==> src/ac_consts.svh <==
`ifndef AC_CONSTS_SVH
`define AC_CONSTS_SVH

// ---------------------------------------------------------------------------
// coder format widths
// ---------------------------------------------------------------------------
`define AC_RANGE_WIDTH  16
`define AC_LOW_WIDTH    24
`define AC_SYMBOL_WIDTH 4
`define AC_D_SIZE       5

// range after reset, half of the Q16 interval
`define AC_RANGE_RESET  32768

// per-symbol floor on the probability
`define AC_MIN_PROB     4

// flow control depths
`define AC_IN_CREDITS   2
`define AC_OUT_CREDITS  4

`endif

==> src/ac_pkg.sv <==
`include "ac_consts.svh"

package ac_pkg;

    // coding rule for one symbol
    typedef enum logic {
        AC_MODE_MULTI = 1'b0,
        AC_MODE_BOOL  = 1'b1
    } ac_mode_e;

    // one input symbol as it enters the queue
    typedef struct packed {
        logic [`AC_RANGE_WIDTH-1:0]  fl;
        logic [`AC_RANGE_WIDTH-1:0]  fh;
        logic [`AC_SYMBOL_WIDTH-1:0] symbol;
        logic [`AC_SYMBOL_WIDTH:0]   nsyms;
        ac_mode_e                    mode;
    } ac_sym_req_t;

    // stage 1 to stage 2, bounds already shifted right by 6
    typedef struct packed {
        logic [`AC_RANGE_WIDTH-7:0] fl_s;
        logic [`AC_RANGE_WIDTH-7:0] fh_s;
        logic [`AC_RANGE_WIDTH-1:0] uu;
        logic [`AC_RANGE_WIDTH-1:0] vv;
        logic                       comp_low;
        logic                       bool_bit;
        ac_mode_e                   mode;
    } ac_prob_t;

    // stage 2 to stage 3
    typedef struct packed {
        logic [`AC_RANGE_WIDTH:0]   add_low;
        logic [`AC_D_SIZE-1:0]      d;
        logic [`AC_RANGE_WIDTH-1:0] range_out;
    } ac_interval_t;

    // reported coder state
    typedef struct packed {
        logic [`AC_RANGE_WIDTH-1:0] range;
        logic [`AC_LOW_WIDTH-1:0]   low;
        logic [`AC_D_SIZE-1:0]      s;
    } ac_state_t;

endpackage

==> src/ac_control.sv <==
`include "ac_consts.svh"

module ac_control (
    input  logic                general_clk,
    input  logic                reset,
    input  logic                in_valid,
    input  ac_pkg::ac_sym_req_t in_sym,
    input  logic                out_credit_grant,
    output logic                in_credit,
    output ac_pkg::ac_sym_req_t head_sym,
    output logic                adv_1,
    output logic                adv_2,
    output logic                adv_3,
    output logic                out_valid
);
    import ac_pkg::*;

    localparam int QDEPTH = `AC_IN_CREDITS;
    localparam int PTR_W  = (QDEPTH > 1) ? $clog2(QDEPTH) : 1;
    localparam int CNT_W  = $clog2(QDEPTH + 1);
    localparam int CRED_W = $clog2(`AC_OUT_CREDITS + 1);

    typedef enum logic {
        CRED_IDLE    = 1'b0,
        CRED_RUNNING = 1'b1
    } cred_state_e;

    ac_sym_req_t       queue [QDEPTH];
    logic [PTR_W-1:0]  wr_ptr;
    logic [PTR_W-1:0]  rd_ptr;
    logic [CNT_W-1:0]  q_count;
    logic              v1;
    logic              v2;
    logic              v3;
    logic [CRED_W-1:0] credit_cnt;
    logic [CRED_W-1:0] credit_next;
    cred_state_e       cred_state;
    logic              advance;
    logic              take;

    // ---------------------------------------------------------------------------
    // advance enables
    // ---------------------------------------------------------------------------
    // whole pipeline moves unless a result is stuck without credit
    assign advance   = !v3 || (cred_state == CRED_RUNNING);
    assign take      = advance && (q_count != '0);
    assign out_valid = v3 && (cred_state == CRED_RUNNING);
    assign adv_1     = take;
    assign adv_2     = advance && v1;
    assign adv_3     = advance && v2;
    assign in_credit = take;
    assign head_sym  = queue[rd_ptr];

    // ---------------------------------------------------------------------------
    // input queue
    // ---------------------------------------------------------------------------
    always_ff @(posedge general_clk) begin
        if (in_valid) begin
            queue[wr_ptr] <= in_sym;
        end
    end

    always_ff @(posedge general_clk) begin
        if (reset) begin
            wr_ptr  <= '0;
            rd_ptr  <= '0;
            q_count <= '0;
        end else begin
            if (in_valid) begin
                wr_ptr <= (wr_ptr == PTR_W'(QDEPTH - 1)) ? '0 : wr_ptr + 1'b1;
            end
            if (take) begin
                rd_ptr <= (rd_ptr == PTR_W'(QDEPTH - 1)) ? '0 : rd_ptr + 1'b1;
            end
            case ({in_valid, take})
                2'b10:   q_count <= q_count + 1'b1;
                2'b01:   q_count <= q_count - 1'b1;
                default: q_count <= q_count;
            endcase
        end
    end

    // stage valid bits, bubbles shift along with data
    always_ff @(posedge general_clk) begin
        if (reset) begin
            v1 <= 1'b0;
            v2 <= 1'b0;
            v3 <= 1'b0;
        end else if (advance) begin
            v1 <= take;
            v2 <= v1;
            v3 <= v2;
        end
    end

    // ---------------------------------------------------------------------------
    // output credits
    // ---------------------------------------------------------------------------
    always_comb begin
        case ({out_credit_grant, out_valid})
            2'b10:   credit_next = credit_cnt + 1'b1;
            2'b01:   credit_next = credit_cnt - 1'b1;
            default: credit_next = credit_cnt;
        endcase
    end

    always_ff @(posedge general_clk) begin
        if (reset) begin
            credit_cnt <= '0;
            cred_state <= CRED_IDLE;
        end else begin
            credit_cnt <= credit_next;
            cred_state <= (credit_next != '0) ? CRED_RUNNING : CRED_IDLE;
        end
    end

    // sender must wait for a returned credit
    a_no_write_full: assert property (@(posedge general_clk) disable iff (reset)
        in_valid |-> q_count != CNT_W'(QDEPTH))
        else $error("input queue written while full");

    a_credit_no_underflow: assert property (@(posedge general_clk) disable iff (reset)
        credit_cnt == '0 |=> credit_cnt <= CRED_W'(1))
        else $error("output credit counter underflow");

    a_valid_needs_credit: assert property (@(posedge general_clk) disable iff (reset)
        out_valid |-> credit_cnt != '0)
        else $error("out_valid raised with zero credits");

endmodule

==> src/ac_prob_stage.sv <==
`include "ac_consts.svh"

module ac_prob_stage (
    input  logic                general_clk,
    input  logic                adv_1,
    input  ac_pkg::ac_sym_req_t sym,
    output ac_pkg::ac_prob_t    prob
);
    import ac_pkg::*;

    localparam int RW = `AC_RANGE_WIDTH;

    logic [RW-1:0] left_cnt;
    logic [RW-1:0] uu_multi;
    logic [RW-1:0] vv_multi;
    ac_prob_t      prob_d;

    // ---------------------------------------------------------------------------
    // probability scaling and min-prob offsets
    // ---------------------------------------------------------------------------
    always_comb begin
        // symbols above the current one, each gets MIN_PROB
        left_cnt = RW'(sym.nsyms) - RW'(sym.symbol);
        uu_multi = RW'(`AC_MIN_PROB) * left_cnt;
        vv_multi = RW'(`AC_MIN_PROB) * (left_cnt - 1'b1);

        prob_d.fl_s     = sym.fl[RW-1:6];
        prob_d.fh_s     = sym.fh[RW-1:6];
        prob_d.comp_low = !sym.fl[RW-1];
        prob_d.bool_bit = sym.symbol[0];
        prob_d.mode     = sym.mode;

        if (sym.mode == AC_MODE_BOOL) begin
            // bool only has the single upper bound
            prob_d.uu = '0;
            prob_d.vv = RW'(`AC_MIN_PROB);
        end else begin
            prob_d.uu = uu_multi;
            prob_d.vv = vv_multi;
        end
    end

    always_ff @(posedge general_clk) begin
        if (adv_1) begin
            prob <= prob_d;
        end
    end

endmodule

==> src/ac_range_stage.sv <==
`include "ac_consts.svh"

module ac_range_stage (
    input  logic                 general_clk,
    input  logic                 reset,
    input  logic                 adv_2,
    input  ac_pkg::ac_prob_t     prob,
    output ac_pkg::ac_interval_t interval
);
    import ac_pkg::*;

    localparam int RW = `AC_RANGE_WIDTH;
    localparam int DW = `AC_D_SIZE;

    logic [RW-1:0] range_q;
    logic [7:0]    r_top;
    logic [RW+1:0] prod_l;
    logic [RW+1:0] prod_h;
    logic [RW:0]   u;
    logic [RW:0]   v;
    logic [RW:0]   add_low;
    logic [RW-1:0] new_range;
    logic [RW-1:0] range_norm;
    logic [DW-1:0] d;

    // left shift that brings the top set bit to bit 15
    function automatic logic [DW-1:0] norm_shift(input logic [RW-1:0] r);
        logic [DW-1:0] sh;
        sh = '0;
        for (int i = 0; i < RW; i++) begin
            if (r[i]) begin
                sh = DW'(RW - 1 - i);
            end
        end
        return sh;
    endfunction

    // ---------------------------------------------------------------------------
    // interval split
    // ---------------------------------------------------------------------------
    // range_q already holds the predecessor's result
    assign r_top  = range_q[RW-1:8];
    assign prod_l = (RW+2)'(r_top) * (RW+2)'(prob.fl_s);
    assign prod_h = (RW+2)'(r_top) * (RW+2)'(prob.fh_s);
    assign u      = (RW+1)'(prod_l >> 1) + (RW+1)'(prob.uu);
    assign v      = (RW+1)'(prod_h >> 1) + (RW+1)'(prob.vv);

    always_comb begin
        add_low   = '0;
        new_range = RW'((RW+1)'(range_q) - v);
        if (prob.mode == AC_MODE_MULTI) begin
            if (prob.comp_low) begin
                add_low   = (RW+1)'(range_q) - u;
                new_range = RW'(u - v);
            end
        end else if (prob.bool_bit) begin
            add_low   = (RW+1)'(range_q) - v;
            new_range = RW'(v);
        end
    end

    // ---------------------------------------------------------------------------
    // normalization
    // ---------------------------------------------------------------------------
    assign d          = norm_shift(new_range);
    assign range_norm = new_range << d;

    always_ff @(posedge general_clk) begin
        if (reset) begin
            range_q <= RW'(`AC_RANGE_RESET);
        end else if (adv_2) begin
            range_q <= range_norm;
        end
    end

    always_ff @(posedge general_clk) begin
        if (adv_2) begin
            interval.add_low   <= add_low;
            interval.d         <= d;
            interval.range_out <= range_norm;
        end
    end

    // feedback register stays normalized
    a_range_normalized: assert property (@(posedge general_clk) disable iff (reset)
        adv_2 |=> range_q[RW-1])
        else $error("normalized range lost its top bit");

endmodule

==> src/ac_low_stage.sv <==
`include "ac_consts.svh"

module ac_low_stage (
    input  logic                 general_clk,
    input  logic                 reset,
    input  logic                 adv_3,
    input  ac_pkg::ac_interval_t interval,
    output ac_pkg::ac_state_t    state
);
    import ac_pkg::*;

    localparam int RW = `AC_RANGE_WIDTH;
    localparam int LW = `AC_LOW_WIDTH;
    localparam int DW = `AC_D_SIZE;

    logic [LW-1:0] low_sum;
    logic [LW-1:0] low_next;
    logic [DW-1:0] s_sum;
    logic [DW-1:0] s_next;

    // ---------------------------------------------------------------------------
    // low update
    // ---------------------------------------------------------------------------
    // bits shifted past bit 23 would be carries into emitted bytes
    assign low_sum  = state.low + LW'(interval.add_low);
    assign low_next = low_sum << interval.d;

    // bit counter, one byte taken out per crossing
    assign s_sum  = state.s + interval.d;
    assign s_next = (s_sum >= DW'(8)) ? s_sum - DW'(8) : s_sum;

    always_ff @(posedge general_clk) begin
        if (reset) begin
            state.range <= RW'(`AC_RANGE_RESET);
            state.low   <= '0;
            state.s     <= '0;
        end else if (adv_3) begin
            state.range <= interval.range_out;
            state.low   <= low_next;
            state.s     <= s_next;
        end
    end

endmodule

==> src/arithmetic_encoder.sv <==
module arithmetic_encoder (
    input  logic                general_clk,
    input  logic                reset,
    input  logic                in_valid,
    input  ac_pkg::ac_sym_req_t in_sym,
    input  logic                out_credit_grant,
    output logic                in_credit,
    output logic                out_valid,
    output ac_pkg::ac_state_t   out_state
);
    import ac_pkg::*;

    ac_sym_req_t  head_sym;
    ac_prob_t     prob;
    ac_interval_t interval;
    logic         adv_1;
    logic         adv_2;
    logic         adv_3;

    // ---------------------------------------------------------------------------
    // control, queue and credits
    // ---------------------------------------------------------------------------
    ac_control u_control (
        .general_clk      (general_clk),
        .reset            (reset),
        .in_valid         (in_valid),
        .in_sym           (in_sym),
        .out_credit_grant (out_credit_grant),
        .in_credit        (in_credit),
        .head_sym         (head_sym),
        .adv_1            (adv_1),
        .adv_2            (adv_2),
        .adv_3            (adv_3),
        .out_valid        (out_valid)
    );

    // ---------------------------------------------------------------------------
    // datapath stages
    // ---------------------------------------------------------------------------
    ac_prob_stage u_prob_stage (
        .general_clk (general_clk),
        .adv_1       (adv_1),
        .sym         (head_sym),
        .prob        (prob)
    );

    ac_range_stage u_range_stage (
        .general_clk (general_clk),
        .reset       (reset),
        .adv_2       (adv_2),
        .prob        (prob),
        .interval    (interval)
    );

    // result register lives here
    ac_low_stage u_low_stage (
        .general_clk (general_clk),
        .reset       (reset),
        .adv_3       (adv_3),
        .interval    (interval),
        .state       (out_state)
    );

endmodule

==> config.mk <==
export PLATFORM = sky130hd
export DESIGN_NAME = arithmetic_encoder
export DESIGN_NICKNAME = d
export VERILOG_FILES = /design/src/ac_pkg.sv /design/src/ac_control.sv /design/src/ac_prob_stage.sv /design/src/ac_range_stage.sv /design/src/ac_low_stage.sv /design/src/arithmetic_encoder.sv
export VERILOG_INCLUDE_DIRS = /design/src
export SDC_FILE = /design/constraint.sdc
export NUM_CORES = 1
export LEC_CHECK = 0
export BUFFER_PORTS_ARGS = -buffer_cell sky130_fd_sc_hd__buf_2
export CELL_PAD_IN_SITES_DETAIL_PLACEMENT = 0
export CELL_PAD_IN_SITES_GLOBAL_PLACEMENT = 2
export CORE_UTILIZATION = 41
export DETAILED_ROUTE_END_ITERATION = 10
export PLACE_DENSITY_LB_ADDON = 0.1
export SYNTH_ARGS = -nofsm -noshare
export SYNTH_HDL_FRONTEND = slang
export SYNTH_SLANG_ARGS = --single-unit
==> constraint.sdc <==
create_clock -name general_clk -period 12.72 [get_ports general_clk]
set_clock_uncertainty 0.2 [all_clocks]
set_input_delay 0.636 -clock general_clk [delete_from_list [all_inputs] [get_ports general_clk]]
set_output_delay 0.636 -clock general_clk [all_outputs]
set_load 0.05 [all_outputs]
; Word-level counts from Yosys, hierarchy flattened
; Memory sizes are Yosys's and may differ from the RTL's. A register that Yosys moved wholly into a read port is not among the register bits.
; Cells that the tools add are included.
[word_totals]
out_inout_bits = 47
memories = 1
reg_bits = 165
mem_bits_rw = 84
inputBits = 46
[mem_list]
columns = name, depth, width, read_ports, rd_clocked_by_memory_dff, write_ports, line_no
row1 = u_control.queue, 2, 42, 1, 1, 1, ac_control.sv:28  ; ac_sym_req_t queue [QDEPTH];
[op_classes]
n_eq_ne = 4
mul = 2
n_reduce_logical = 10
magnitude_cmp = 1
add_sub_neg = 16
muxes = 32
n_shift = 2
[op_table]
columns = cell, count
row1 = 4-bit 2-to-1 mux, 16
row2 = 17-bit 2-to-1 mux, 3
row3 = 16-bit 2-to-1 mux, 3
row4 = 8-bit by 10-bit multiplier with 18-bit output, 2
row5 = 17-bit by 16-bit adder with 17-bit output, 2
row6 = 16-bit by 17-bit subtractor with 17-bit output, 2
row7 = 24-bit by 17-bit adder with 24-bit output, 1
row8 = 24-bit by 5-bit << shifter with 24-bit output, 1
row9 = 16-bit by 4-bit << shifter with 16-bit output, 1
row10 = 16-bit subtractor, 1
row11 = "14-bit by 1-bit subtractor with 14-bit output, second input constant", 1
row12 = 1-bit 2-to-1 mux, 7
row13 = 3-bit one-hot mux with 2 select lines, 1
row14 = 5-bit by 4-bit subtractor with 6-bit output, 1
row15 = 5-bit adder, 1
row16 = "5-bit by 4-bit >= comparator with 1-bit output, second input constant", 1
row17 = 5-bit 2-to-1 mux, 1
row18 = "5-bit by 4-bit subtractor with 5-bit output, second input constant", 1
row19 = "2-bit by 1-bit equality test with 1-bit output, second input constant", 2
row20 = "2-bit equality test, second input constant", 2
row21 = 1-bit logical AND, 4
row22 = 2-bit one-hot mux with 2 select lines, 1
row23 = 2-bit nonzero test, 2
row24 = "3-bit by 1-bit adder with 3-bit output, second input constant", 1
row25 = 7 further kinds, 9

; Depth between registers and ports, before layout
[logic_depth]
depth_word = 22
ltp_mapped = 43
ltp_nobuf = 39

; By module
; A second synthesis with hierarchy kept.
[hier_totals]
cells_unflattened = 2328
area_unflattened_um2 = 21906.0
[modules_own_cells]
columns = mod, cells_each, seq_area_each_um2, n_inst, area_per_inst_um2
row1 = ac_range_stage, 1412, 1431.4, 1, 11997.8
row2 = ac_low_stage, 620, 900.9, 1, 4677.0
row3 = ac_control, 190, 2762.6, 1, 3548.4
row4 = ac_prob_stage, 106, 1231.2, 1, 1682.9

; Worst setup path before layout
; No wires, ideal clock.
[synth_timing]
path_type = register to register
start = register u_range_stage.range_q[12]
end = register u_range_stage.range_q[15]
required_ps = 12398
setup_ps = 122
path_slack_ps = 3770
path_stages_with_launch = 40
t_arrival_ps = 8628
period_less_slack_ps = 8950
n_path_buf = 4
path_cell_list = dfxtp_1 clkbuf_1 buf_1 nand2_1 fa_1 inv_1 fa_1 inv_1 fa_1 inv_1 fa_1 ha_1 a21oi_1 o21bai_1 a21oi_1 o21bai_1 a21oi_1 xnor2_1 [... 4 more ...] a22oi_4 nand2b_1 a21o_1 xnor2_1 ha_1 a211oi_1 o211ai_1 o21ai_0 xor2_1 o22a_1 o21ai_2 or3_1 buf_6 inv_8 mux2i_1 mux2_2 a211o_1 a211o_1
[synth_between]
elab_chain_len = 19
word_cells_on_any_way = 23
cone_classes = add/sub (4) / mul (2) / shift (1) / mux (16)
[synth_lines]
columns = item, line_no
row1 = from (decl), ac_range_stage.sv:15  ; logic [RW-1:0] range_q;
row2 = from (signal assigned), ac_range_stage.sv:70  ; range_q <= RW'(`AC_RANGE_RESET);
row3 = from (signal assigned), ac_range_stage.sv:72  ; range_q <= range_norm;
row4 = 8-bit by 10-bit multiplier with 18-bit output (on tied branches), "ac_range_stage.sv:44, ac_range_stage.sv:43"
row5 = 17-bit by 16-bit adder with 17-bit output (on tied branches), "ac_range_stage.sv:46, ac_range_stage.sv:45"
row6 = 16-bit by 17-bit subtractor with 17-bit output / 16-bit subtractor (equally long branches), "ac_range_stage.sv:50, ac_range_stage.sv:54"
row7 = 16-bit 2-to-1 mux (on tied branches), "ac_range_stage.sv:52, ac_range_stage.sv:56"
row8 = 16-bit 2-to-1 mux *, ac_range_stage.sv:51  ; if (prob.mode == AC_MODE_MULTI) begin
row9 = 4-bit 2-to-1 mux (12 in a row), ac_range_stage.sv:31  ; if (r[i]) begin
row10 = 4-bit 2-to-1 mux *, ac_range_stage.sv:31
row11 = via u_range_stage.d[1], ac_range_stage.sv:24  ; logic [DW-1:0] d;
row12 = 16-bit by 4-bit << shifter with 16-bit output *, ac_range_stage.sv:66  ; assign range_norm = new_range << d;
row13 = via u_range_stage.range_norm[15], ac_range_stage.sv:23  ; logic [RW-1:0] range_norm;
; The timed path passes the listed nets; every way through them passes the cells marked *.
; A chain may end at the register's enable or synchronous reset.

; Worst setup path in the final report
[layout_timing]
start = register u_range_stage.range_q[11]
end = register u_range_stage.range_q[15]
[layout_between]
elab_chain_len = 20
word_cells_on_any_way = 24
cone_classes = add/sub (4) / mul (2) / shift (1) / mux (17)
[layout_lines]
columns = item, line_no
row1 = 8-bit by 10-bit multiplier with 18-bit output (on tied branches), "ac_range_stage.sv:44, ac_range_stage.sv:43"
row2 = 17-bit by 16-bit adder with 17-bit output (on tied branches), "ac_range_stage.sv:46, ac_range_stage.sv:45"
row3 = 16-bit by 17-bit subtractor with 17-bit output / 16-bit subtractor (equally long branches), "ac_range_stage.sv:50, ac_range_stage.sv:54"
row4 = 16-bit 2-to-1 mux (on tied branches), "ac_range_stage.sv:52, ac_range_stage.sv:56"
row5 = 16-bit 2-to-1 mux *, ac_range_stage.sv:51
row6 = 4-bit 2-to-1 mux (13 in a row), ac_range_stage.sv:31
row7 = 4-bit 2-to-1 mux *, ac_range_stage.sv:31
row8 = via u_range_stage.d[1], ac_range_stage.sv:24
row9 = 16-bit by 4-bit << shifter with 16-bit output *, ac_range_stage.sv:66
row10 = via u_range_stage.range_norm[15], ac_range_stage.sv:23
; Marked as above.

==> flow_metrics.tcl <==
set metrics [dict create \
    cts_buffers 25 \
    antenna_left 0 \
    grt-ovfl-total 0 \
    io_pins 93 \
    htreeDepth 1 \
    yosys_warnings 0 \
    cts_resized 0 \
    critPathSlowestCell "dfxtp_1" \
    worst-setup-path-type "flop to flop" \
    min_period_ps 10820 \
    synth_area_um2 19300 \
    hold_ws_ps 84.3 \
    wl_per_cell_um 19.5 \
    setup_tns_ps 0 \
    antenna_found_initial 0 \
    portBuffers 80 \
    fin_crit_sh_pct 85.1 \
    arrival_ps 11040 \
    syn_area_per_cell_um2 9.26 \
    synth.distinct_cells 86 \
    grt_pass1_vias 15200 \
    final_nets 2464 \
    clock_latency_ps 540 \
    grt_start_max_net_pins 48 \
    setup_viol 0 \
    grt_pass1_wl_um 85400 \
    slew_violations 0 \
    synth_top_area_share_pct 21.5 \
    die_h_um 219 \
    syn_to_final_growth_pct 9.35 \
    coreArea_um2 46500 \
    firstDrtPassIters 6 \
    postCtsHoldBufs 0 \
    num_rows 79 \
    max_slew_margin_pct 31.6 \
    synth_edf_count 138 \
    start_util_pct 41.6 \
    globalplace.congestion 0.903 \
    drc 0 \
    report.final.hold_viol_count 0 \
    critPathCaptureType "flop" \
    synth_top_cell_by_area "edfxtp_1" \
    via_count 15200 \
    dieArea_um2 48000 \
    async_reset_ff_share_pct 0 \
    cpPeakStageDelay_ps 850 \
    cts_tree "built" \
    die_w_um 219 \
    crit_fanout 19 \
    rsz0062_at_grt "no" \
    drt_wl_total_um 53800 \
    synthesis.nets 2414 \
    cts.path.max_buffers 3 \
    fmax_mhz 92.4 \
    startpoint_type "flop" \
    path_common_cell "inv_1" \
    synth.area.top_cells "edfxtp_1 (21%), ha_1 (12%), fa_1 (11%), dfxtp_1 (7.6%), and2_1 (4.2%)" \
    min_path_type "primary input to flop" \
    drtIter0Drc 834 \
    crit_required_ps 12940 \
    cts_root_buf "clkbuf_16" \
    worst_pin_slew_ps 999 \
    ys_seq_elements 211 \
    drv_cap 0 \
    fin_ws_ps 1900 \
    vias_per_cell 5.52 \
    cts_num_sinks 211 \
    post_cts_buffers 0 \
    outcome "finished, final reports clean" \
    synthCells 2084 \
    hpwl_um 42600 \
    pre_cts_slack_ps 1970 \
    grtUsageTotal_pct 22.9 \
    clkTransAtPathRegs_ps 60 \
    yosysSeqAreaShare_pct 29.0 \
    drive_gt1_share_pct 9.99 \
    ys.flop_type "edfxtp_1" \
]
-- cells by family after synthesis --
kind of cell             count (synthesis)  synth area share (%)
AO/OA/AOI/OAI                          516                  17.6
XOR/XNOR                               109                  5.03
adder cells (fa/ha/maj)                287                  22.7
buffers and inverters                  272                  5.50
flip-flops                             211                  29.0
multiplexers                            97                  5.34
AND/OR/NAND/NOR                        592                  14.9
-- cells in the mapped netlist, drive strengths merged (14+ instances only) --
library cell and n:
nand2 197, inv 187, ha 179, a21oi 158
edfxtp 138, and2 129, nor2 123, fa 105
o21ai 95, xnor2 79, dfxtp 73, clkbuf 65
mux2i 58, mux2 38, nor3 31, o21bai 31
a21o 29, xor2 29, a211oi 28, a31oi 23
nor2b 23, nand3 22, buf 18, o211ai 16
o21a 15, o22ai 15, nand2b 14, or3 14
-- stage by stage --
step,area [um2],utilization [%],std cells
after CTS,21100,45.4,2760
final,21100,45.4,2761
after global routing,21100,45.4,2760
after global placement,20300,43.7,2714
after floorplan,19300,-,2084
after detailed placement,20300,43.7,2714
-- cells in the final DEF, fill, tap and decap left out, types with 27 or more instances in the layout --
| cell type | instances |
|---|---|
| and2_1 | 129 |
| nand2_1 | 196 |
| inv_1 | 182 |
| o21bai_1 | 31 |
| ha_1 | 179 |
| a21oi_1 | 158 |
| nor2_1 | 122 |
| buf_2 | 80 |
| xnor2_1 | 79 |
| mux2_2 | 38 |
| nor3_1 | 31 |
| a21o_1 | 28 |
| edfxtp_1 | 138 |
| dfxtp_1 | 73 |
| a211oi_1 | 27 |
| fa_1 | 105 |
| xor2_1 | 29 |
| mux2i_1 | 58 |
| o21ai_0 | 90 |
-- final timing paths --
| kind | cells past startpoint | start | slack [ps] | to |
|---|---|---|---|---|
| worst max-delay path | 34 | u_range_stage.range_q[11] | 1900 | u_range_stage.range_q[15] |
| worst min-delay path | 1 | in_sym[23] | 80 | u_control.queue[1][23] |
| worst max register to register | 34 | u_range_stage.range_q[11] | 1900 | u_range_stage.range_q[15] |
| worst min register to register | 2 | u_low_stage.state[40] | 250 | u_low_stage.state[40] |
-- registers in the layout (all words and copies together), names as in the netlist, 2 cells and up, named ones only --
name	flops
u_control.credit_cnt	3
u_control.q_count	2
u_range_stage.range_q	16
u_prob_stage.prob	41
u_control.queue	60
u_range_stage.interval	37
u_low_stage.state	45
-- worst max-delay path, delay by kind of cell, from the launching register on --
| family | cells | cell delay [ps] |
|---|---|---|
| AND/OR/NAND/NOR | 5 | 2120 |
| multiplexers | 3 | 750 |
| AO/OA/AOI/OAI | 10 | 2580 |
| XOR/XNOR | 2 | 600 |
| buffers and inverters | 7 | 500 |
| adder cells (fa/ha/maj) | 7 | 3060 |
| flip-flops | 1 | 850 |
-- final cells by class --
type	instances	area, um2
Sequential cell	211	5610
Multi-Input combinational cell	1601	12600
Fill cell	4524	25300
Inverter	189	717
Antenna cell	1	2.50
Tap cell	607	759
Clock buffer	30	654
Timing Repair Buffer	106	596
Clock inverter	16	136
-- metal layers --
metal / global-route usage, % / vias to the layer above / part of all wire (%) / wire, um
li1: - / 7482 / - / -
met1: 30.1 / 7455 / 47 / 25100
met2: 40.8 / 226 / 49 / 26200
met3: 2.05 / 65 / 2.6 / 1380
met4: 4.31 / 0 / 2.0 / 1080
met5: 0 / - / 0 / 0
Power is left out: the tool's default activity adds up to more than one toggle a clock period on the data nets, which glitch-free logic cannot reach.
